`src/source/bram_loader_pkg.sv`:
```
`default_nettype none

package bram_loader_pkg;

    // Stream and bank geometry
    localparam int DATA_WIDTH      = 16;
    localparam int OPCODE_WIDTH    = 8;
    localparam int BANK_ID_WIDTH   = 5;
    localparam int WORD_ADDR_WIDTH = 16;
    localparam int NUM_BANKS       = 32;                 // Covers every 5-bit bank id
    localparam int BANK_DEPTH      = 64;
    localparam int BANK_ADDR_WIDTH = $clog2(BANK_DEPTH);

    // Header constants
    localparam logic [DATA_WIDTH-1:0]   HEADER_MAGIC = 16'hC0DE;
    localparam logic [OPCODE_WIDTH-1:0] OP_LOAD      = 8'h01;

    typedef logic [DATA_WIDTH-1:0]      data_word_t;
    typedef logic [OPCODE_WIDTH-1:0]    opcode_t;
    typedef logic [BANK_ID_WIDTH-1:0]   bank_id_t;
    typedef logic [WORD_ADDR_WIDTH-1:0] word_addr_t;
    typedef logic [BANK_ADDR_WIDTH-1:0] bank_addr_t;  // Low bits of a header address

    // One state per header word, then payload
    typedef enum logic [2:0] {
        HEADER_0  = 3'd0,  // Magic
        HEADER_1  = 3'd1,  // Instruction
        HEADER_2  = 3'd2,  // First bank
        HEADER_3  = 3'd3,  // Last bank
        HEADER_4  = 3'd4,  // Start address
        HEADER_5  = 3'd5,  // Per-bank count
        DATA_PASS = 3'd6
    } parser_state_t;

    typedef struct packed {
        data_word_t data;
        logic       last;
    } stream_beat_t;

    typedef struct packed {
        opcode_t    instruction;
        bank_id_t   bram_start;
        bank_id_t   bram_end;
        word_addr_t addr_start;
        word_addr_t addr_count;
        logic       magic_ok;
    } packet_header_t;

    // Sticky per-packet flags plus write count
    typedef struct packed {
        logic       error_invalid_magic;
        logic       error_bad_opcode;
        logic       overflow;
        logic       packet_done;
        word_addr_t words_written;
    } loader_status_t;

endpackage

`default_nettype wire

```
`src/source/bank_write_ctrl.sv`:
```
`default_nettype none

module bank_write_ctrl
    import bram_loader_pkg::*;
(
    input  wire            aclk,
    input  wire            aresetn,

    input  packet_header_t header,
    input  wire            header_valid,

    input  wire            p_valid,
    output logic           p_ready,
    input  stream_beat_t   p_beat,

    // Write strobe to the bank array
    output logic           wr_en,
    output bank_id_t       wr_bank,
    output bank_addr_t     wr_addr,
    output data_word_t     wr_data,

    output loader_status_t status
);

    bank_id_t   cur_bank;
    bank_addr_t cur_addr;
    word_addr_t remaining;   // Words left in the current bank
    logic       load_en;     // Valid magic and LOAD opcode
    logic       banks_done;  // Past bram_end, or nothing to write

    logic p_accept;
    logic drop;
    logic bank_full;

    // Counters reload during the header_valid cycle
    assign p_ready  = !header_valid;
    assign p_accept = p_valid && p_ready;

    assign wr_en   = p_accept && load_en && !banks_done;
    assign wr_bank = cur_bank;
    assign wr_addr = cur_addr;
    assign wr_data = p_beat.data;

    assign drop      = p_accept && load_en && banks_done;
    assign bank_full = (remaining == word_addr_t'(1));

    // Scatter position
    always_ff @(posedge aclk) begin
        if (!aresetn) begin
            cur_bank   <= '0;
            cur_addr   <= '0;
            remaining  <= '0;
            load_en    <= 1'b0;
            banks_done <= 1'b1;
        end else if (header_valid) begin
            cur_bank   <= header.bram_start;
            cur_addr   <= header.addr_start[BANK_ADDR_WIDTH-1:0];
            remaining  <= header.addr_count;
            load_en    <= header.magic_ok && (header.instruction == OP_LOAD);
            banks_done <= (header.addr_count == '0);
        end else if (wr_en) begin
            if (bank_full) begin
                // Next bank restarts at the header start address
                if (cur_bank == header.bram_end) begin
                    banks_done <= 1'b1;
                end else begin
                    cur_bank <= cur_bank + bank_id_t'(1);
                end
                cur_addr  <= header.addr_start[BANK_ADDR_WIDTH-1:0];
                remaining <= header.addr_count;
            end else begin
                cur_addr  <= cur_addr + bank_addr_t'(1);  // Wraps inside the bank
                remaining <= remaining - word_addr_t'(1);
            end
        end
    end

    // Status flags and write count
    always_ff @(posedge aclk) begin
        if (!aresetn) begin
            status <= '0;
        end else begin
            status.packet_done <= p_accept && p_beat.last;
            if (header_valid) begin
                status.error_invalid_magic <= !header.magic_ok;
                status.error_bad_opcode    <= (header.instruction != OP_LOAD);
                status.overflow            <= 1'b0;
                status.words_written       <= '0;
            end else begin
                if (drop) status.overflow <= 1'b1;
                if (wr_en) begin
                    status.words_written <= status.words_written + word_addr_t'(1);
                end
            end
        end
    end

endmodule

`default_nettype wire

```
`config.mk`:
```
export PLATFORM = sky130hd
export DESIGN_NAME = bank_write_ctrl
export DESIGN_NICKNAME = d
export VERILOG_FILES = /design/src/source/bram_loader_pkg.sv /design/src/source/bank_write_ctrl.sv
export SDC_FILE = /design/constraint.sdc
export NUM_CORES = 1
export LEC_CHECK = 0
export ABC_CLOCK_PERIOD_IN_PS = 3350
export BUFFER_PORTS_ARGS = -buffer_cell sky130_fd_sc_hd__clkbuf_2
export CAP_MARGIN = 20
export CORE_MARGIN = 1.5
export CORE_UTILIZATION = 25
export CTS_BUF_LIST = sky130_fd_sc_hd__clkbuf_2
export DETAILED_ROUTE_END_ITERATION = 7
export PLACE_DENSITY = 0.45
export SYNTH_ARGS = -nofsm -noshare
export SYNTH_HDL_FRONTEND = slang
export SYNTH_SLANG_ARGS = --single-unit
```
`constraint.sdc`:
```
create_clock -name aclk -period 3.35 [get_ports aclk]
set_input_delay 0.1675 -clock aclk [delete_from_list [all_inputs] [get_ports aclk]]
set_output_delay 0.1675 -clock aclk [all_outputs]
set_load 0.05 [all_outputs]
```
**Yosys cells after proc, flatten, opt, wreduce, memory -nomap -nowiden**

Index checks and enable logic that the tools add are counted.

- Add/subtract/negate cells: 4
- Multipliers: 0
- Div/mod/pow operators: 0
- Order comparisons: 0
- Equality and inequality tests: 5
- Shift-type cells: 0
- Mux-type cells: 14
- Bitwise operators: 1
- Reduce and logical (&&, ||, !) cells: 16

Operators with widths:

| cell | count |
|---|---|
| two-way mux 16 bit | 3 |
| two-way mux 5 bit | 4 |
| two-way mux 6 bit | 3 |
| adder 16 x 1 -> 16 bit (second input constant) | 1 |
| equality test 16 x 1 -> 1 bit (second input constant) | 1 |
| logical NOT 16 bit | 1 |
| subtractor 16 x 1 -> 16 bit (second input constant) | 1 |
| equality test 8 x 1 -> 1 bit (second input constant) | 1 |
| != test 8 x 1 -> 1 bit (second input constant) | 1 |
| adder 6 x 1 -> 6 bit (second input constant) | 1 |
| logical AND 1 bit | 6 |
| AND reduction 3 bit | 2 |
| nonzero test 2 bit | 3 |
| adder 5 x 1 -> 5 bit (second input constant) | 1 |
| equality test 5 bit | 1 |
| two-way mux 1 bit | 4 |
| logical NOT 1 bit | 3 |
| != test 2 bit (second input constant) | 1 |
| OR reduction 2 bit | 1 |
| NOT 1 bit | 1 |

- Register bits after elaboration: 49
- Bits in latches: 0
- Memory bits (writable): 0
- ROM bits: 0
- Input bits: 72
- Output and inout bits: 49
- Logic and storage cells: 50
- Memories: 0

**Depth between registers and ports, before layout**

Gate-level depths: netlist (run 1).

- Depth in word-level cells: 6
- Gate-level depth with buffers: 9
- Gate-level depth less buffers: 7

**Least setup slack after synthesis (run 1)**

No wires, ideal clock.

- Path kind: reg-to-reg
- Start: register remaining[7]
- End: register cur_bank[3], in the netlist wr_bank[3]
- Setup time: 0.159 ns
- Arrival: 2.246 ns
- Data required time: 3.191 ns
- Path slack: 0.945 ns
- Stages on the path, launching flop included: 8
- Path buffers: 2
- Period minus slack after synthesis: 2.405 ns
- Path through: dfxtp_1 > or4_1 > buf_2 > or4b_4 > buf_6 > a2111oi_2 > xnor2_1 > a21oi_1

- Cells in the longest elaborated chain, start to end: 3

RTL lines:

| item | RTL line | source |
|---|---|---|
| start: declaration | bank_write_ctrl.sv:27 | `word_addr_t remaining;` |
| start signal: assignment | bank_write_ctrl.sv:58 | `remaining <= header.addr_count;` |
| start signal: assignment | bank_write_ctrl.sv:70 | `remaining <= header.addr_count;` |
| start signal: assignment | bank_write_ctrl.sv:73 | `remaining <= remaining - word_addr_t'(1);` |
| equality test 16 x 1 -> 1 bit | bank_write_ctrl.sv:45 | `assign bank_full = (remaining == word_addr_t'(1));` |
| nonzero test 2 bit (no source line) | n/a |  |
| AND reduction 3 bit (no source line) | n/a |  |
| end signal: assignment | bank_write_ctrl.sv:56 | `cur_bank <= header.bram_start;` |
| end signal: assignment | bank_write_ctrl.sv:67 | `cur_bank <= cur_bank + bank_id_t'(1);` |
| end: declaration | bank_write_ctrl.sv:25 | `bank_id_t cur_bank;` |

Every way passes these cells.
A chain may end at the register's enable or synchronous reset.

**Final worst setup path (run 1)**

- Start: register remaining[7]
- End: register cur_bank[4], in the netlist wr_bank[4]

Same word-level chain as after synthesis.

==> flow_summary.ini, run 1 <==
[synth]
yosysWarnings = 0
synth_top_family_by_area = simple AND/OR/NAND/NOR gates
syn_inst = 328
synth_fa_ha_area_share_pct = 2.32
synthTopCellsByCount = dfxtp_1 (49), nor2_1 (34), a21oi_1 (28), o21ai_0 (23)
synth-compound-area-share_pct = 22.1
synth_edf_count = 0
synth_area_leaders = dfxtp_1 (36%), a21oi_1 (5.2%), nor2_1 (4.7%)
yosysMostFrequentCell = dfxtp_1
yosysSeqAreaShare_pct = 36.4
avgSynthCellArea_um2 = 8.21
synthFlopType = dfxtp_1
synthesis.nets = 405
ys_types = 47
synthXorXnorAreaFrac_pct = 7.81
synth_top_area_share_pct = 36.4
synth.mux.area_fraction_pct = 0.372
synth.cell_area_mm2 = 0.00269
yosys.area_share.simple_pct = 22.7
ys_async_sr_fraction_pct = 0
netlist.top_cell.by_area = dfxtp_1
synth-seq-cells = 49

[timing]
slew_viol_final = 0
rsz0062_at_grt = false
hold_viol_final = 0
timing.final.crit_share_pct = 77.8
setup_viol = 0
fmax_ghz = 0.384
setup_slack_ps = 743
layout_min_cycle_time_ps = 2610
skew_ps = 21.1
tightest_slew_ps = 750
fin_setup_tns_ps = 0
fin_hold_ws_ps = 25.0
maxSlewHeadroom_pct = 49.6

[power]
p_leak_nw = 1.32
p_per_area_mw_per_mm2 = 334
ir_drop_mv = 0.137

[setup_path]
critPathMaxStageDelay_ps = 720
cp.required_ps = 3700
reg2reg_to = wr_bank[4]
rr_worst_depth = 5
crit_type = register to register
reg2reg_from = remaining[7]
crit_family = simple AND/OR/NAND/NOR gates
crit_path_end_kind = register
worst_path_max_delay_cell = or4b_4
arrival_ps = 2960
crit_fanout = 16
crit_chain = or4_1, or4b_4, a2111oi_2, xnor2_1, a21oi_1
reg2reg_setup_slack_ps = 740
startpoint_type = register
critPathBufInv = 0

[global_route]
first_global_vias = 2692
grt_pass1_wl_um = 12800
antenna_found_initial = 0
overflow = 0
grtUsageTotal_pct = 13.8
grt_max_degree = 28

[place]
placed_area_mm2 = 0.00312
gp_congestion = 0.772
place.port_buffers = 78
place_inst = 516
hpwl_um = 5630
pre_cts_slack_ps = 771

[job]
drv_cap = 0

[min_path]
hold_depth = 3
hold_path.class = input port to register
worstHoldStart = header[15]
min_to = remaining[14]

[cells_and_area]
drive_above_1_share_pct = 24.3
layout.nets = 492
final_area_mm2 = 0.00345
final_cells = 552
syn_to_final_growth_pct = 28.1
n_antenna_cell = 0
fillers = 1141

[detailed_routing]
viasPerCell = 4.97
num_vias = 2741
finalWirelength_um = 7850
wl_per_cell_um = 14.2
route.detailed.drc = 0
drt_first_iter_violations = 86
drtPass1Iterations = 4
ant_nets = 0

[clock_tree]
clock_sinks = 49
cts.clk_slew.worst_paths_ps = 270
cts_tree = done
cts_max_level = 2
clockBufferDepth = 2
cts_made_buffers = 5
worst_skew_pair.late_latency_ps = 450
cts_root_buffer = clkbuf_2
post_cts_buffers = 0

[die]
dieWidth_um = 107
core_area_mm2 = 0.0104
rows = 37
dieArea_mm2 = 0.0114
die_h_um = 107
initial_core_util_pct = 26.0
ios = 121

[outcome]
status = finished, final reports clean
[cell type report]
class	count	area [um2]	share of cell area, %
Inverter	7	26.3	0.762
Timing Repair Buffer	114	731	21.2
Sequential cell	49	981	28.4
Multi-Input combinational cell	238	1490	43.3
Clock buffer	5	25.0	0.725
Tap cell	136	170	4.93
Clock inverter	3	22.5	0.653
[worst min-delay path: cells and delay by family]
| family | cells | cell delay, ps |
|---|---|---|
| AO/OA/AOI/OAI | 2 | 200 |
| buffers and inverters | 1 | 90 |
[cells in the final DEF, fill, tap and decap left out, types with 6 or more instances in the layout]
cell type / n
nor3_1: 12
dfxtp_1: 49
a21oi_1: 28
a211oi_1: 9
nor4_1: 6
nor2_1: 34
nand2_1: 16
xnor2_1: 14
xor2_1: 10
o21ai_0: 23
nand3_1: 16
nand4_1: 6
buf_4: 8
dlygate4sd3_1: 28
inv_1: 7
clkbuf_2: 83
[report_power, final]
group	total (mW)	internal, mW	switching (mW)
Clock	0.266	0.0498	0.216
Combinational	0.243	0.0968	0.146
Sequential	0.644	0.612	0.0316
[per-stage QoR]
| step | power (mW) | util, % |
|---|---|---|
| 2_1_floorplan | 0.844 | - |
| 3_3_place_gp | 0.870 | 30.1 |
| 3_5_place_dp | 0.871 | 30.1 |
| 4_1_cts | 1.17 | 33.3 |
| 5_1_grt | 1.22 | 33.3 |
| 6_report | 1.15 | 33.3 |
[flip-flops by register name, indices dropped and copies added (netlist names)]
signal,count
banks_done,1
load_en,1
remaining,16
status,20
wr_addr,6
wr_bank,5
[repair_timing]
action / 4_1_cts / 5_1_grt
setup endpoints to repair: 0 / 0
resized for setup: 0 / 0
endpoints found under the hold margin: 28 / 0
hold buffers: 28 / 0
[metal layers]
metal	up-vias	global-route usage, %	share of wire [%]
met5	-	0	0
met1	1283	17.9	49
li1	1367	-	-
met3	7	2.19	4.1
met2	84	24.1	46
met4	0	3.24	0.83
[how the worst max path moves through the flow]
| stage | to | cells after the start | slack, ps | startpoint |
|---|---|---|---|---|
| 6_report | wr_bank[4] | 5 | 740 | remaining[7] |
| 3_3_place_gp | wr_bank[4] | 5 | 790 | remaining[7] |
| 4_1_cts | wr_bank[4] | 5 | 740 | remaining[7] |
| 3_5_place_dp | wr_bank[4] | 5 | 770 | remaining[7] |
| 2_1_floorplan | wr_bank[3] | 7 | 950 | remaining[7] |
| 5_1_grt | wr_bank[4] | 5 | 620 | remaining[7] |
[cells by family (layout without fill, tap and decap cells)]
kind of cell,after synthesis,in the layout
xor+xnor,24,24
compound gates,92,92
simple gates,116,116
fa+ha+maj,5,5
mux,1,1
flops,49,49
buf+inv,41,129
No activity file was read; power rests on OpenSTA's default activity.
==> inputs of run 2 (changes only) <==
- ABC_CLOCK_PERIOD_IN_PS: 3350 -> 2600
- clock period: 3.35 -> 2.6 ns (I/O delays scaled with it)
==> flow_summary.ini, run 2 (synthesis results as in run 1) <==
[die]
ios = 121
rows = 37
dieWidth_um = 107
initial_core_util_pct = 26.0
dieArea_mm2 = 0.0114
core_area_mm2 = 0.0104
die_h_um = 107

[detailed_routing]
wl_met1_um = 3760
num_vias = 2753
wl_met2_um = 3550
dr.max_layer_used = met4
ant_nets = 0
finalWirelength_um = 7760
met3WireLength_um = 383
drt_first_iter_violations = 131
viasPerCell = 4.92
route.detailed.drc = 0
drtPass1Iterations = 4
wl_per_cell_um = 13.9

[timing]
tightest_slew_ps = 867
timing.final.crit_share_pct = 95.2
fmax_ghz = 0.404
hold_viol_final = 0
layout_min_cycle_time_ps = 2480
setup_viol = 0
skew_ps = 20.3
maxSlewHeadroom_pct = 41.9
slew_viol_final = 0
rsz0062_at_grt = false
fin_setup_tns_ps = 0

[setup_path]
worst_path_max_delay_cell = or4_1
arrival_ps = 2860
cp.required_ps = 2980
crit_family = simple AND/OR/NAND/NOR gates
crit_fanout = 12
critPathMaxStageDelay_ps = 660
crit_path_end_kind = register
crit_chain = or4_1, or4b_4, buf_4, o21ai_0, a32oi_1, o21ai_1
startpoint_type = register
critPathBufInv = 1
crit_type = register to register

[global_route]
grt_pass1_wl_um = 12700
first_global_vias = 2634
antenna_found_initial = 0
grt_max_degree = 28
overflow = 0
grtUsageTotal_pct = 13.9

[clock_tree]
cts-hold-fix-buffers = 29
cts_root_buffer = clkbuf_2
cts.clk_slew.worst_paths_ps = 260
cts_tree = done
worst_skew_pair.late_latency_ps = 430
clock_sinks = 49
post_cts_buffers = 0
cts_made_buffers = 5
post_cts_resized = 0
cts_max_level = 2
clockBufferDepth = 2

[power]
p_leak_nw = 1.37
ir_drop_mv = 0.231
p_per_area_mw_per_mm2 = 447

[place]
hpwl_um = 5720
gp_congestion = 0.787
place.port_buffers = 78
placed_area_mm2 = 0.00317

[cells_and_area]
regMostFlops = status
n_antenna_cell = 0
drive_above_1_share_pct = 25.3
layout.nets = 499
syn_to_final_growth_pct = 31.0
final_cell_mix = clkbuf_2 (83), dfxtp_1 (49), nor2_1 (34)
layout_commonest_cell = clkbuf_2
fillers = 1134
final_area_mm2 = 0.00353
largest_reg_flops = 20

[job]
drv_cap = 0

[outcome]
status = finished, final reports clean

[min_path]
hold_path.class = input port to register
-- run 2: changes by cell type in the layout (fill, tap and decap cells not counted) --
| cell | previous run | this run |
|---|---|---|
| clkinv_1 | 0 | 1 |
| buf_4 | 8 | 14 |
| nor3_2 | 0 | 1 |
| dlygate4sd3_1 | 28 | 29 |
| bufinv_16 | 0 | 1 |
| nor3_1 | 12 | 11 |
| clkinvlp_4 | 3 | 1 |
-- run 2: final timing paths --
| check | endpoint | from | depth (start not counted) | slack [ps] |
|---|---|---|---|---|
| max | remaining[11] | remaining[8] | 6 | 120 |
| min | remaining[13] | header[14] | 3 | 30 |
| max reg2reg | remaining[11] | remaining[8] | 6 | 120 |
| min reg2reg | status[19] | status[19] | 2 | 490 |
-- run 2: per-layer routing --
layer / vias to the layer above / GRT usage [%]
met5: - / 0
met2: 95 / 23.7
met4: 0 / 3.33
li1: 1385 / -
met1: 1265 / 18.2
met3: 8 / 2.49
-- run 2: power by group --
group	switching, mW	internal (mW)	leakage, nW
registers	0.0374	0.788	0.403
logic	0.192	0.134	0.929
clock network	0.268	0.159	0.0366
total	0.497	1.08	1.37
-- run 2: cell type report --
| cell class | instances | area, um2 | share of cell area, % |
|---|---|---|---|
| multi-input combinational | 238 | 1500 | 42.5 |
| sequential | 49 | 981 | 27.8 |
| timing repair buffer | 121 | 786 | 22.3 |
| tap | 136 | 170 | 4.82 |
| clock inverter | 3 | 41.3 | 1.17 |
| inverter | 7 | 26.3 | 0.745 |
| clock buffer | 5 | 25.0 | 0.709 |
-- run 2: metrics by stage --
step	std cells	worst slack, ps	power [mW]	util, %	hold WS (ps)
floorplan	328	195	1.09	-	229
global placement	522	196	1.13	30.6	260
detailed placement	522	144	1.13	30.6	260
CTS	559	129	1.60	34.0	16.7
global route	559	35.8	1.66	34.0	24.6
finish	559	124	1.58	34.0	31.4
-- run 2: tightest hold or removal path, stage by stage --
cell and delay [ps]:
clkbuf_2 90, o21ai_0 190, a31oi_1 50
