<file path="src/source/bram_loader_pkg.sv">
`default_nettype none

package bram_loader_pkg;

    // Stream and bank geometry
    localparam int DATA_WIDTH      = 16;
    localparam int OPCODE_WIDTH    = 8;
    localparam int BANK_ID_WIDTH   = 5;
    localparam int WORD_ADDR_WIDTH = 16;
    localparam int NUM_BANKS       = 32;                 // Covers every 5-bit bank id
    localparam int BANK_DEPTH      = 64;
    localparam int BANK_ADDR_WIDTH = $clog2(BANK_DEPTH);

    // Header constants
    localparam logic [DATA_WIDTH-1:0]   HEADER_MAGIC = 16'hC0DE;
    localparam logic [OPCODE_WIDTH-1:0] OP_LOAD      = 8'h01;

    typedef logic [DATA_WIDTH-1:0]      data_word_t;
    typedef logic [OPCODE_WIDTH-1:0]    opcode_t;
    typedef logic [BANK_ID_WIDTH-1:0]   bank_id_t;
    typedef logic [WORD_ADDR_WIDTH-1:0] word_addr_t;
    typedef logic [BANK_ADDR_WIDTH-1:0] bank_addr_t;  // Low bits of a header address

    // One state per header word, then payload
    typedef enum logic [2:0] {
        HEADER_0  = 3'd0,  // Magic
        HEADER_1  = 3'd1,  // Instruction
        HEADER_2  = 3'd2,  // First bank
        HEADER_3  = 3'd3,  // Last bank
        HEADER_4  = 3'd4,  // Start address
        HEADER_5  = 3'd5,  // Per-bank count
        DATA_PASS = 3'd6
    } parser_state_t;

    typedef struct packed {
        data_word_t data;
        logic       last;
    } stream_beat_t;

    typedef struct packed {
        opcode_t    instruction;
        bank_id_t   bram_start;
        bank_id_t   bram_end;
        word_addr_t addr_start;
        word_addr_t addr_count;
        logic       magic_ok;
    } packet_header_t;

    // Sticky per-packet flags plus write count
    typedef struct packed {
        logic       error_invalid_magic;
        logic       error_bad_opcode;
        logic       overflow;
        logic       packet_done;
        word_addr_t words_written;
    } loader_status_t;

endpackage

`default_nettype wire

</file>
<file path="src/source/axi_header_parser.sv">
`default_nettype none

module axi_header_parser
    import bram_loader_pkg::*;
(
    input  wire            aclk,
    input  wire            aresetn,

    // DMA side
    input  wire            s_valid,
    output logic           s_ready,
    input  stream_beat_t   s_beat,

    // Payload towards the write controller
    output logic           p_valid,
    input  wire            p_ready,
    output stream_beat_t   p_beat,

    // Captured header
    output packet_header_t header,
    output logic           header_valid,

    output parser_state_t  parser_state
);

    parser_state_t state_q;
    parser_state_t state_d;

    logic s_accept;

    // Header words collected while parsing, published all at once
    opcode_t    stage_instruction;
    bank_id_t   stage_bram_start;
    bank_id_t   stage_bram_end;
    word_addr_t stage_addr_start;
    logic       stage_magic_ok;

    assign s_accept     = s_valid && s_ready;
    assign parser_state = state_q;

    // Beat content is forwarded as is, valid is qualified by state
    assign p_beat = s_beat;

    always_comb begin
        state_d = state_q;
        s_ready = 1'b1;  // Header words are always taken
        p_valid = 1'b0;

        case (state_q)
            HEADER_0: begin
                if (s_valid) state_d = HEADER_1;
            end
            HEADER_1: begin
                if (s_valid) state_d = HEADER_2;
            end
            HEADER_2: begin
                if (s_valid) state_d = HEADER_3;
            end
            HEADER_3: begin
                if (s_valid) state_d = HEADER_4;
            end
            HEADER_4: begin
                if (s_valid) state_d = HEADER_5;
            end
            HEADER_5: begin
                if (s_valid) state_d = DATA_PASS;
            end
            DATA_PASS: begin
                s_ready = p_ready;
                p_valid = s_valid;
                // Back to the magic word once the packet ends
                if (s_valid && p_ready && s_beat.last) begin
                    state_d = HEADER_0;
                end
            end
            default: state_d = HEADER_0;
        endcase
    end

    always_ff @(posedge aclk) begin
        if (!aresetn) begin
            state_q <= HEADER_0;
        end else begin
            state_q <= state_d;
        end
    end

    // Field capture, one word per header state
    always_ff @(posedge aclk) begin
        if (s_accept) begin
            case (state_q)
                HEADER_0: stage_magic_ok    <= (s_beat.data == HEADER_MAGIC);
                HEADER_1: stage_instruction <= s_beat.data[OPCODE_WIDTH-1:0];
                HEADER_2: stage_bram_start  <= s_beat.data[BANK_ID_WIDTH-1:0];
                HEADER_3: stage_bram_end    <= s_beat.data[BANK_ID_WIDTH-1:0];
                HEADER_4: stage_addr_start  <= s_beat.data;
                default: ;
            endcase
        end
    end

    // Whole header updates on the count word so it stays stable per packet
    always_ff @(posedge aclk) begin
        if (s_accept && state_q == HEADER_5) begin
            header.instruction <= stage_instruction;
            header.bram_start  <= stage_bram_start;
            header.bram_end    <= stage_bram_end;
            header.addr_start  <= stage_addr_start;
            header.addr_count  <= s_beat.data;
            header.magic_ok    <= stage_magic_ok;  // Bad magic still parses fully
        end
    end

    always_ff @(posedge aclk) begin
        if (!aresetn) begin
            header_valid <= 1'b0;
        end else begin
            header_valid <= s_accept && (state_q == HEADER_5);  // One-cycle pulse
        end
    end

endmodule

`default_nettype wire

</file>
<file path="config.mk">
export PLATFORM = sky130hd
export DESIGN_NAME = axi_header_parser
export DESIGN_NICKNAME = d
export VERILOG_FILES = /design/src/source/bram_loader_pkg.sv /design/src/source/axi_header_parser.sv
export SDC_FILE = /design/constraint.sdc
export NUM_CORES = 1
export LEC_CHECK = 0
export BUFFER_PORTS_ARGS = -buffer_cell sky130_fd_sc_hd__buf_2
export CAP_MARGIN = 20
export CORE_MARGIN = 4
export CORE_UTILIZATION = 45
export CTS_CLUSTER_SIZE = 25
export DETAILED_ROUTE_END_ITERATION = 8
export GPL_TIMING_DRIVEN = 0
export PLACE_DENSITY = 0.72
export SKIP_CTS_REPAIR_TIMING = 1
export SLEW_MARGIN = 40
export SYNTH_ARGS = -nofsm -noshare
export SYNTH_HDL_FRONTEND = slang
export SYNTH_SLANG_ARGS = --single-unit
export TNS_END_PERCENT = 1
</file>
<file path="constraint.sdc">
create_clock -name aclk -period 3.5 [get_ports aclk]
set_input_delay 0 -clock aclk [delete_from_list [all_inputs] [get_ports aclk]]
set_output_delay 0 -clock aclk [all_outputs]
set_load 0.1 [all_outputs]
</file>
======== Word-level counts from Yosys, hierarchy flattened ========
Cells that the tools add are included.
storage, ports and cells
  register bits ........................... 90
  output and inout bits ................... 74
  logic and storage cells ................. 48
operators by class
  equal/unequal tests ..................... 14
  muxes and demuxes ....................... 10
  reduce and logical (&&, ||, !) cells .... 11
operators by type and width
  operator                number
  $mux W3                 7
  $pmux W3 S7             1
  $eq A16 B16 Y1 const B  1
  $ne A2 B2 Y1 const B    7
  $reduce_and A2 Y1       5
  $eq A3 B3 Y1 const B    3
  $reduce_and A7 Y1       1
  $eq A3 B2 Y1 const B    2
  $logic_and A1 B1 Y1     4
  $eq A3 B1 Y1 const B    1
  $logic_not A3 Y1        1
  $mux W1                 2

======== Longest topological paths before layout ========
Gate-level depths: netlist of run 1.
  word-level depth ........................ 4
  depth in mapped cells ................... 3
  mapped depth without buffers ............ 2

======== Worst setup path before layout of run 1 ========
Ideal clock, no wire load.
  path type ............................... register to register
  from .................................... reg state_q[0], in the netlist parser_state[0]
  to ...................................... reg header[0] (netlist name) (enable)
  arrival ................................. 3529 ps
  path slack .............................. -489 ps
  cell stages (with the launch flop) ...... 4
  path buffers ............................ 1
  period minus slack after synthesis ...... 3989 ps
  path through ............................ dfxtp_1 -> clkbuf_1 -> nand2_1 -> nor2_1
between the ends
  cells in the longest elaborated chain, start to end .. 4
  elaborated cells on any way between the ends .. 5
  those cells by class .................... 2 x eq/ne; 1 x mux; 2 x reduce/logical
RTL lines
  element                  RTL line                  RTL
  start, declared          axi_header_parser.sv:26   parser_state_t state_q;
  start signal, assigned   axi_header_parser.sv:84   state_q <= state_d;
  $eq A3 B3 Y1             axi_header_parser.sv:49   case (state_q)
  $mux W1                  axi_header_parser.sv:49
  $logic_and A1 B1 Y1      axi_header_parser.sv:38   assign s_accept = s_valid && s_ready;
  $logic_and A1 B1 Y1 (*)  axi_header_parser.sv:104  if (s_accept && state_q == HEADER_5) begin
  end, declared            axi_header_parser.sv:20   output packet_header_t header,
Mark *: on every way between the ends. The rest lies on a longest branch, timed or not.
A chain may end at the register's enable or synchronous reset.

======== Worst setup path after layout of run 1 ========
  from .................................... reg state_q[0], in the netlist parser_state[0]
  to ...................................... reg header[45] (netlist name) (enable)
Same word-level chain as after synthesis.

==> flow_metrics.py, run 1 <==
metrics = {
    "routing": {
        "wire_per_inst_um": 16.3,
        "viasPerCell": 4.72,
        "drt-total-wl_mm": 5.58,
        "ant_nets": 0,
        "drtIter0Drc": 38,
        "drc_errors": 0,
        "via_count": 1618,
        "first_pass_iters": 2,
    },
    "global_routing": {
        "met3_usage_pct": 3.23,
        "grt_max_degree": 24,
        "grt_pass1_vias": 1477,
        "grt_pass1_wl_mm": 7.76,
        "grt_busiest_layer": "met2",
        "grt_util_met1_pct": 17.7,
        "grt_use_met2_pct": 21.4,
        "overflow": 0,
        "antenna_found_initial": 0,
        "grt_usage_pct": 13.6,
    },
    "logic_synthesis": {
        "syn_avg_cell_area_um2": 21.7,
        "ys_seq_area_share_pct": 89.4,
        "postSynthCellCount": 137,
        "synth.net_count": 158,
        "syn_area_um2": 2980,
        "synth_xor_area_share_pct": 0.294,
        "ys_seq_elements": 90,
        "ys_warn_count": 0,
        "synth-simple-area-share_pct": 4.20,
        "synthMuxAreaShare_pct": 0,
        "synthAdderAreaFrac_pct": 0,
        "synth.area.top_cells": "edfxtp_1 (87%), buf_4 (4.3%), dfxtp_1 (2.7%)",
        "yosys.area.top_type": "edfxtp_1",
        "yosysTopAreaCellShare_pct": 86.7,
        "synth_cell_types": 20,
        "synth_top_family_by_area": "buffers and inverters",
        "synth_compound_area_share_pct": 1.34,
    },
    "cts": {
        "cts_max_path_buffers": 2,
        "clkTransAtPathRegs_ns": 0.09,
        "htree_levels": 3,
        "cts_num_sinks": 90,
        "cts_root_buf": "clkbuf_8",
        "insertion_delay_ns": 0.33,
        "cts_buffers": 9,
        "cts_tree": "built",
    },
    "floorplan": {
        "coreArea_um2": 6390,
        "ios": 95,
        "start_util_pct": 46.6,
        "row_count": 29,
        "die-area_um2": 7990,
        "die_x_um": 89.4,
        "die-height_um": 89.4,
    },
    "min_path": {
        "hp-class": "input port to flop",
    },
    "setup_path": {
        "worstSetupPathType": "flop to flop",
        "cp.required_ns": 3.54,
        "worst_setup_path_start_kind": "flop",
        "endpoint_kind": "flop",
        "critPathMaxFanout": 23,
        "cp.arrival_ns": 1.99,
    },
    "layout": {
        "instances_no_fill": 343,
        "design_area_um2": 3990,
        "diodes": 0,
        "final_cell_mix": "buf_2 (94), edfxtp_1 (86), buf_4 (17), dlygate4sd3_1 (17), clkbuf_8 (10)",
        "area_growth_pct": 34.0,
        "n_fill_cell": 468,
        "drive_gt1_share_pct": 50.0,
        "final_common_cell": "buf_2",
        "fin_nets": 282,
    },
    "power_and_ir_drop": {
        "power.share.clock_pct": 33.3,
        "power.density_nw_per_um2": 518,
        "seqPwrFrac_pct": 57.5,
        "pwr-share-comb_pct": 9.2,
        "sw_frac_of_total_pct": 23.3,
        "cellLeakagePower_nw": 1.53,
        "peakVddDrop_mv": 0.297,
        "switchingPower_w": 0.000483,
        "power_w": 0.00207,
        "intPower_w": 0.00159,
    },
    "sta": {
        "tightest_slew_ns": 0.739,
        "finalSetupTns_ns": 0,
        "final_hold_viol_count": 0,
        "fin_crit_ns": 1.95,
        "clock_skew_ns": 0.0104,
        "max_freq_mhz": 513,
        "rsz0062_at_grt": "no",
        "post-route-period-util_pct": 55.7,
        "setup-violations-final": 0,
        "relSlewSlack_pct": 50.5,
        "setup_ws_ns": 1.55,
        "drv_slew": 0,
    },
    "job": {
        "drv_cap": 0,
    },
    "placement": {
        "placedInstanceArea_um2": 3620,
        "port_buffers": 94,
        "gp_congestion": 0.721,
        "hpwl_mm": 3.73,
        "dp_slack_ns": 1.53,
        "dp_cells": 310,
    },
    "run_status": {
        "status": "finished clean",
    },
}
[final cells by class]
type | count | area (µm²) | share of cell area [%]
Sequential cell | 90 | 2660 | 66.7
Timing Repair Buffer | 113 | 696 | 17.4
Multi-Input combinational cell | 26 | 199 | 4.98
Clock buffer | 12 | 145 | 3.64
Buffer | 19 | 135 | 3.38
Tap cell | 77 | 96.3 | 2.41
Clock inverter | 4 | 51.3 | 1.28
Inverter | 2 | 7.51 | 0.188
[critical path, cell delays in order (launching register included)]
cell,delay (ns)
dfxtp_1,0.34
clkbuf_1,0.27
nand2_1,0.23
nor2_4,0.40
buf_16,0.22
buf_16,0.18
[worst paths after layout]
| check | endpoint | cells after the start | slack, ns | from |
|---|---|---|---|---|
| max | header[45] | 5 | 1.55 | parser_state[0] |
| max reg2reg | header[45] | 5 | 1.55 | parser_state[0] |
| min | parser_state[0] | 3 | 0.10 | s_valid |
| min reg2reg | header[38] | 0 | 0.42 | stage_bram_start[0] |
[cell families (layout without fill, tap and decap cells)]
logic type      Yosys count  count (layout)
compound gates            5               5
xor+xnor                  1               1
buf+inv                  21             150
flops                    90              90
simple gates             20              20
[registers in the layout, summed over array words and instances, names as in the netlist]
| signal | count |
|---|---|
| header | 51 |
| stage_addr_start | 16 |
| stage_instruction | 8 |
| stage_bram_end | 5 |
| stage_bram_start | 5 |
| parser_state | 3 |
| header_valid | 1 |
| stage_magic_ok | 1 |
[through the flow]
step	utilization [%]	hold WS (ns)
4_1_cts	59.7	-0.136
6_report	62.5	0.100
5_1_grt	62.5	0.112
3_5_place_dp	56.6	0.228
3_3_place_gp	55.6	0.221
2_1_floorplan	-	0.0989
[routing by layer]
metal | part of all wire, % | up-vias
met4 | 1.4 | 0
met1 | 41 | 791
met2 | 51 | 57
met5 | 0 | -
met3 | 6.3 | 7
li1 | - | 763
[Yosys cell counts, drive strengths merged]
library cell   n
edfxtp        86
buf           17
nor3           5
dfxtp          4
nor2           3
and3           2
clkbuf         2
inv            2
nand2          2
nand2b         2
nand4b         2
or4b           2
a21o           1
a21oi          1
a31oi          1
nor4           1
o221a          1
o311a          1
or3            1
xor2           1
[power by group through the flow]
stage / sequential [W] / clock [W] / combinational, W
5_1_grt: 0.00119 / 0.000753 / 0.000199
3_5_place_dp: 0.00121 / 0 / 0.000175
2_1_floorplan: 0.00124 / 0 / 0.000109
6_report: 0.00119 / 0.000689 / 0.000190
3_3_place_gp: 0.00121 / 0 / 0.000170
4_1_cts: 0.00119 / 0.000706 / 0.000175
(Power assumes the default switching activity.)
==> inputs of run 2 (changes only) <==
==> constraint.sdc (replaced) <==
create_clock -name aclk -period 1.7 [get_ports aclk]
set_input_delay 0 -clock aclk [delete_from_list [all_inputs] [get_ports aclk]]
set_output_delay 0 -clock aclk [all_outputs]
set_load 0.1 [all_outputs]
==> flow_metrics.py, run 2 (synthesized netlist as in run 1, its figures left out) <==
metrics = {
    "setup_path": {
        "path_cells": "clkbuf_8 -> nand2b_1 -> nor2_4",
        "max_stage_delay_ns": 0.47,
        "cpLargestDelayFamily": "simple AND/OR/NAND/NOR gates",
        "crit_buf_inv": 1,
        "cp.required_ns": 1.67,
        "endpoint_kind": "flop",
        "worstSetupPathType": "flop to flop",
        "slowest_stage": "nor2_4",
        "worstSetupStartpoint": "parser_state[0]",
        "cp.arrival_ns": 1.55,
        "critPathMaxFanout": 16,
        "regToRegSetupSlack_ns": 0.12,
        "worst_setup_path_start_kind": "flop",
        "regToRegStartpoint": "parser_state[0]",
    },
    "routing": {
        "drc_errors": 0,
        "wire_per_inst_um": 15.9,
        "first_pass_iters": 4,
        "ant_nets": 0,
        "via_count": 1613,
        "drtIter0Drc": 67,
        "drt-total-wl_mm": 5.50,
        "viasPerCell": 4.68,
    },
    "sta": {
        "clock_skew_ns": 0.0118,
        "setup-violations-final": 0,
        "relSlewSlack_pct": 51.1,
        "fin_crit_ns": 1.58,
        "setup_ws_ns": 0.124,
        "rsz0062_at_grt": "no",
        "tightest_slew_ns": 0.729,
        "max_freq_mhz": 634,
        "post-route-period-util_pct": 92.7,
        "finalSetupTns_ns": 0,
        "drv_slew": 0,
        "final_hold_viol_count": 0,
    },
    "global_routing": {
        "grt_usage_pct": 13.4,
        "grt_use_met2_pct": 21.2,
        "grt_pass1_vias": 1527,
        "grt_max_degree": 21,
        "grt_busiest_layer": "met2",
        "grt_pass1_wl_mm": 7.75,
        "met3_usage_pct": 3.04,
        "grt_util_met1_pct": 17.6,
        "overflow": 0,
        "antenna_found_initial": 0,
    },
    "layout": {
        "diodes": 0,
        "largest_reg_flops": 51,
        "top_regs": "header x51, stage_addr_start x16, stage_instruction x8",
        "n_fill_cell": 453,
        "fin_nets": 284,
        "drive_gt1_share_pct": 54.1,
        "final_cell_mix": "buf_2 (93), edfxtp_1 (86), buf_4 (19)",
        "final_common_cell": "buf_2",
        "area_growth_pct": 38.0,
        "regMostFlops": "header",
    },
    "cts": {
        "cts_tree": "built",
        "clkTransAtPathRegs_ns": 0.09,
        "insertion_delay_ns": 0.34,
        "cts_num_sinks": 90,
        "htree_levels": 3,
        "cts_max_path_buffers": 2,
        "cts_buffers": 9,
        "cts_root_buf": "clkbuf_8",
    },
    "job": {
        "drv_cap": 0,
    },
    "floorplan": {
        "die-area_um2": 7990,
        "start_util_pct": 46.6,
        "coreArea_um2": 6390,
        "row_count": 29,
        "ios": 95,
        "die-height_um": 89.4,
        "die_x_um": 89.4,
    },
    "power_and_ir_drop": {
        "power_w": 0.00458,
        "cellLeakagePower_nw": 1.58,
        "peakVddDrop_mv": 0.726,
        "power.density_nw_per_um2": 1110,
    },
    "placement": {
        "hpwl_mm": 3.63,
        "port_buffers": 94,
        "gp_congestion": 0.701,
        "dp_slack_ns": -0.0754,
    },
    "min_path": {
        "hold_path_startpoint": "s_valid",
        "hp-class": "input port to flop",
    },
    "run_status": {
        "status": "finished clean",
    },
}
run 2: cell count changes in the layout (fill, tap and decap cells not counted), moves of 2 or more:
cell	delta
clkbuf_1	-4
dfxtp_1	-3
buf_4	+2
bufinv_16	+2
dfxtp_4	+2
run 2: final timing paths:
check / cells after the start / end
setup / recovery: 3 / stage_addr_start[2]
hold / removal: 3 / header_valid
setup reg to reg: 3 / stage_addr_start[2]
hold reg to reg: 0 / header[20]
run 2: power breakdown:
part           internal (W)  switching [W]  leakage (nW)
Combinational      0.000107       0.000292         0.645
Sequential          0.00244     0.00000978         0.810
Clock              0.000992       0.000739         0.124
Total               0.00354        0.00104          1.58
run 2: metal layers:
metal | wire (µm) | part of all wire [%]
met4 | 63 | 1.1
met1 | 2240 | 41
met3 | 345 | 6.3
met2 | 2850 | 52
met5 | 0 | 0
run 2: layout make-up:
type | count | area (µm²) | share of cell area (%)
clock inverters | 7 | 128 | 3.10
flip-flops and latches | 90 | 2670 | 65.0
well taps | 77 | 96.3 | 2.34
plain buffers | 19 | 155 | 3.77
inverters | 2 | 7.51 | 0.183
multi-input cells | 26 | 216 | 5.26
clock buffers | 9 | 124 | 3.01
repair buffers | 115 | 713 | 17.3
run 2: worst min-delay path, stage by stage:
cell and delay, ns:
buf_2 0.14, nand2_2 0.14, nor3_1 0.07
run 2: stage by stage:
| step | hold WS [ns] | area [µm²] | utilization [%] | instances |
|---|---|---|---|---|
| final | 0.0642 | 4110 | 64.4 | 345 |
| after global routing | 0.0839 | 4110 | 64.4 | 345 |
| after CTS | -0.139 | 3910 | 61.3 | 326 |
| after detailed placement | 0.220 | 3660 | 57.3 | 310 |
| after global placement | 0.220 | 3590 | 56.3 | 308 |
| after floorplan | 0.0989 | 3030 | - | 137 |
==> inputs of run 3 (changes only) <==
--- a/config.mk
+++ b/config.mk
@@ -12,7 +12,8 @@
 export CTS_CLUSTER_SIZE = 25
 export DETAILED_ROUTE_END_ITERATION = 8
 export GPL_TIMING_DRIVEN = 0
-export PLACE_DENSITY = 0.72
+export HOLD_SLACK_MARGIN = 0.06
+export PLACE_DENSITY = 0.75
 export SKIP_CTS_REPAIR_TIMING = 1
 export SLEW_MARGIN = 40
 export SYNTH_ARGS = -nofsm -noshare
==> flow_metrics.py, run 3 (synthesized netlist as in run 1, its figures left out) <==
metrics = {
    "run_status": {
        "status": "finished clean",
    },
    "setup_path": {
        "endpoint_kind": "flop",
        "worst_setup_path_start_kind": "flop",
        "worstSetupPathType": "flop to flop",
        "cp.required_ns": 1.68,
        "critPathMaxFanout": 16,
        "cp.arrival_ns": 1.56,
    },
    "routing": {
        "first_pass_iters": 4,
        "drtIter0Drc": 81,
        "drt-total-wl_mm": 5.60,
        "viasPerCell": 4.66,
        "drc_errors": 0,
        "ant_nets": 0,
        "via_count": 1607,
        "wire_per_inst_um": 16.2,
    },
    "floorplan": {
        "coreArea_um2": 6390,
        "die-area_um2": 7990,
        "die_x_um": 89.4,
        "ios": 95,
        "start_util_pct": 46.6,
        "row_count": 29,
        "die-height_um": 89.4,
    },
    "global_routing": {
        "grt_max_degree": 17,
        "antenna_found_initial": 0,
        "grt_usage_pct": 13.4,
        "grt_pass1_wl_mm": 7.69,
        "overflow": 0,
        "grt_pass1_vias": 1477,
    },
    "job": {
        "drv_cap": 0,
    },
    "sta": {
        "relSlewSlack_pct": 50.2,
        "final_hold_viol_count": 0,
        "tightest_slew_ns": 0.742,
        "clock_skew_ns": 0.0119,
        "drv_slew": 0,
        "post-route-period-util_pct": 92.9,
        "setup_ws_ns": 0.121,
        "setup-violations-final": 0,
        "rsz0062_at_grt": "no",
        "max_freq_mhz": 633,
        "fin_crit_ns": 1.58,
    },
    "layout": {
        "regMostFlops": "header",
        "drive_gt1_share_pct": 54.1,
        "diodes": 0,
        "largest_reg_flops": 51,
        "fin_nets": 284,
        "final_cell_mix": "buf_2 (93), edfxtp_1 (86), dlygate4sd3_1 (18)",
        "area_growth_pct": 36.4,
        "top_regs": "header x51, stage_addr_start x16, stage_instruction x8",
        "final_common_cell": "buf_2",
    },
    "placement": {
        "dp_slack_ns": -0.117,
        "gp_congestion": 0.749,
        "port_buffers": 94,
        "hpwl_mm": 3.72,
    },
    "cts": {
        "cts_buffers": 9,
        "cts_num_sinks": 90,
        "cts_max_path_buffers": 2,
        "cts_root_buf": "clkbuf_8",
        "cts_tree": "built",
        "insertion_delay_ns": 0.34,
        "clkTransAtPathRegs_ns": 0.08,
        "htree_levels": 3,
    },
    "power_and_ir_drop": {
        "peakVddDrop_mv": 0.595,
        "cellLeakagePower_nw": 1.56,
        "power_w": 0.00425,
        "power.density_nw_per_um2": 1050,
    },
    "min_path": {
        "hp-class": "input port to flop",
    },
}
==> run 3: cell types whose count changed in the layout (fill, tap and decap cells not counted), sizes merged <==
cell / delta
clkinv: +1
buf: -1
dlygate4sd3: +1
clkinvlp: +1
bufinv: -2
==> run 3: critical path: stages, from the launching register on <==
cell      delay, ns
dfxtp_4        0.35
clkbuf_8       0.15
nand2b_1       0.26
nor2_4         0.46
==> run 3: layer usage <==
| layer | track usage [%] | up-vias | routed length (µm) |
|---|---|---|---|
| met4 | 5.28 | 0 | 56 |
| li1 | - | 768 | - |
| met2 | 19.8 | 65 | 2770 |
| met5 | 0 | - | 0 |
| met1 | 18.3 | 767 | 2340 |
| met3 | 4.70 | 7 | 425 |
==> run 3: layout make-up <==
| class | instances | area, µm² |
|---|---|---|
| tap | 77 | 96.3 |
| inverter | 2 | 7.51 |
| buffer | 19 | 155 |
| timing repair buffer | 115 | 723 |
| clock buffer | 9 | 124 |
| sequential | 90 | 2670 |
| multi-input combinational | 26 | 216 |
| clock inverter | 7 | 68.8 |
| fill | 469 | 2320 |
==> run 3: per-stage QoR <==
step / cells / utilization [%] / hold WS, ns / cell area, µm² / TNS, ns
3_3_place_gp: 308 / 56.3 / 0.220 / 3590 / -25.23
3_5_place_dp: 311 / 57.5 / 0.223 / 3670 / -2.14
4_1_cts: 327 / 60.5 / -0.143 / 3860 / -2.52
2_1_floorplan: 137 / - / 0.0989 / 3030 / -19.50
6_report: 345 / 63.6 / 0.115 / 4060 / 0
5_1_grt: 345 / 63.6 / 0.106 / 4060 / 0
==> run 3: where the power goes <==
part / internal (W) / leakage [nW] / switching [W]
clock: 0.000679 / 0.101 / 0.000719
combinational: 0.000109 / 0.645 / 0.000293
sequential: 0.00244 / 0.810 / 0.00000956
total: 0.00323 / 1.56 / 0.00102
==> run 3: final timing paths <==
kind / end / start / slack [ns] / depth (start not counted)
setup / recovery: stage_addr_start[6] / parser_state[0] / 0.12 / 3
setup reg to reg: stage_addr_start[6] / parser_state[0] / 0.12 / 3
hold reg to reg: header[37] / stage_bram_end[4] / 0.42 / 0
hold / removal: parser_state[2] / p_ready / 0.12 / 3
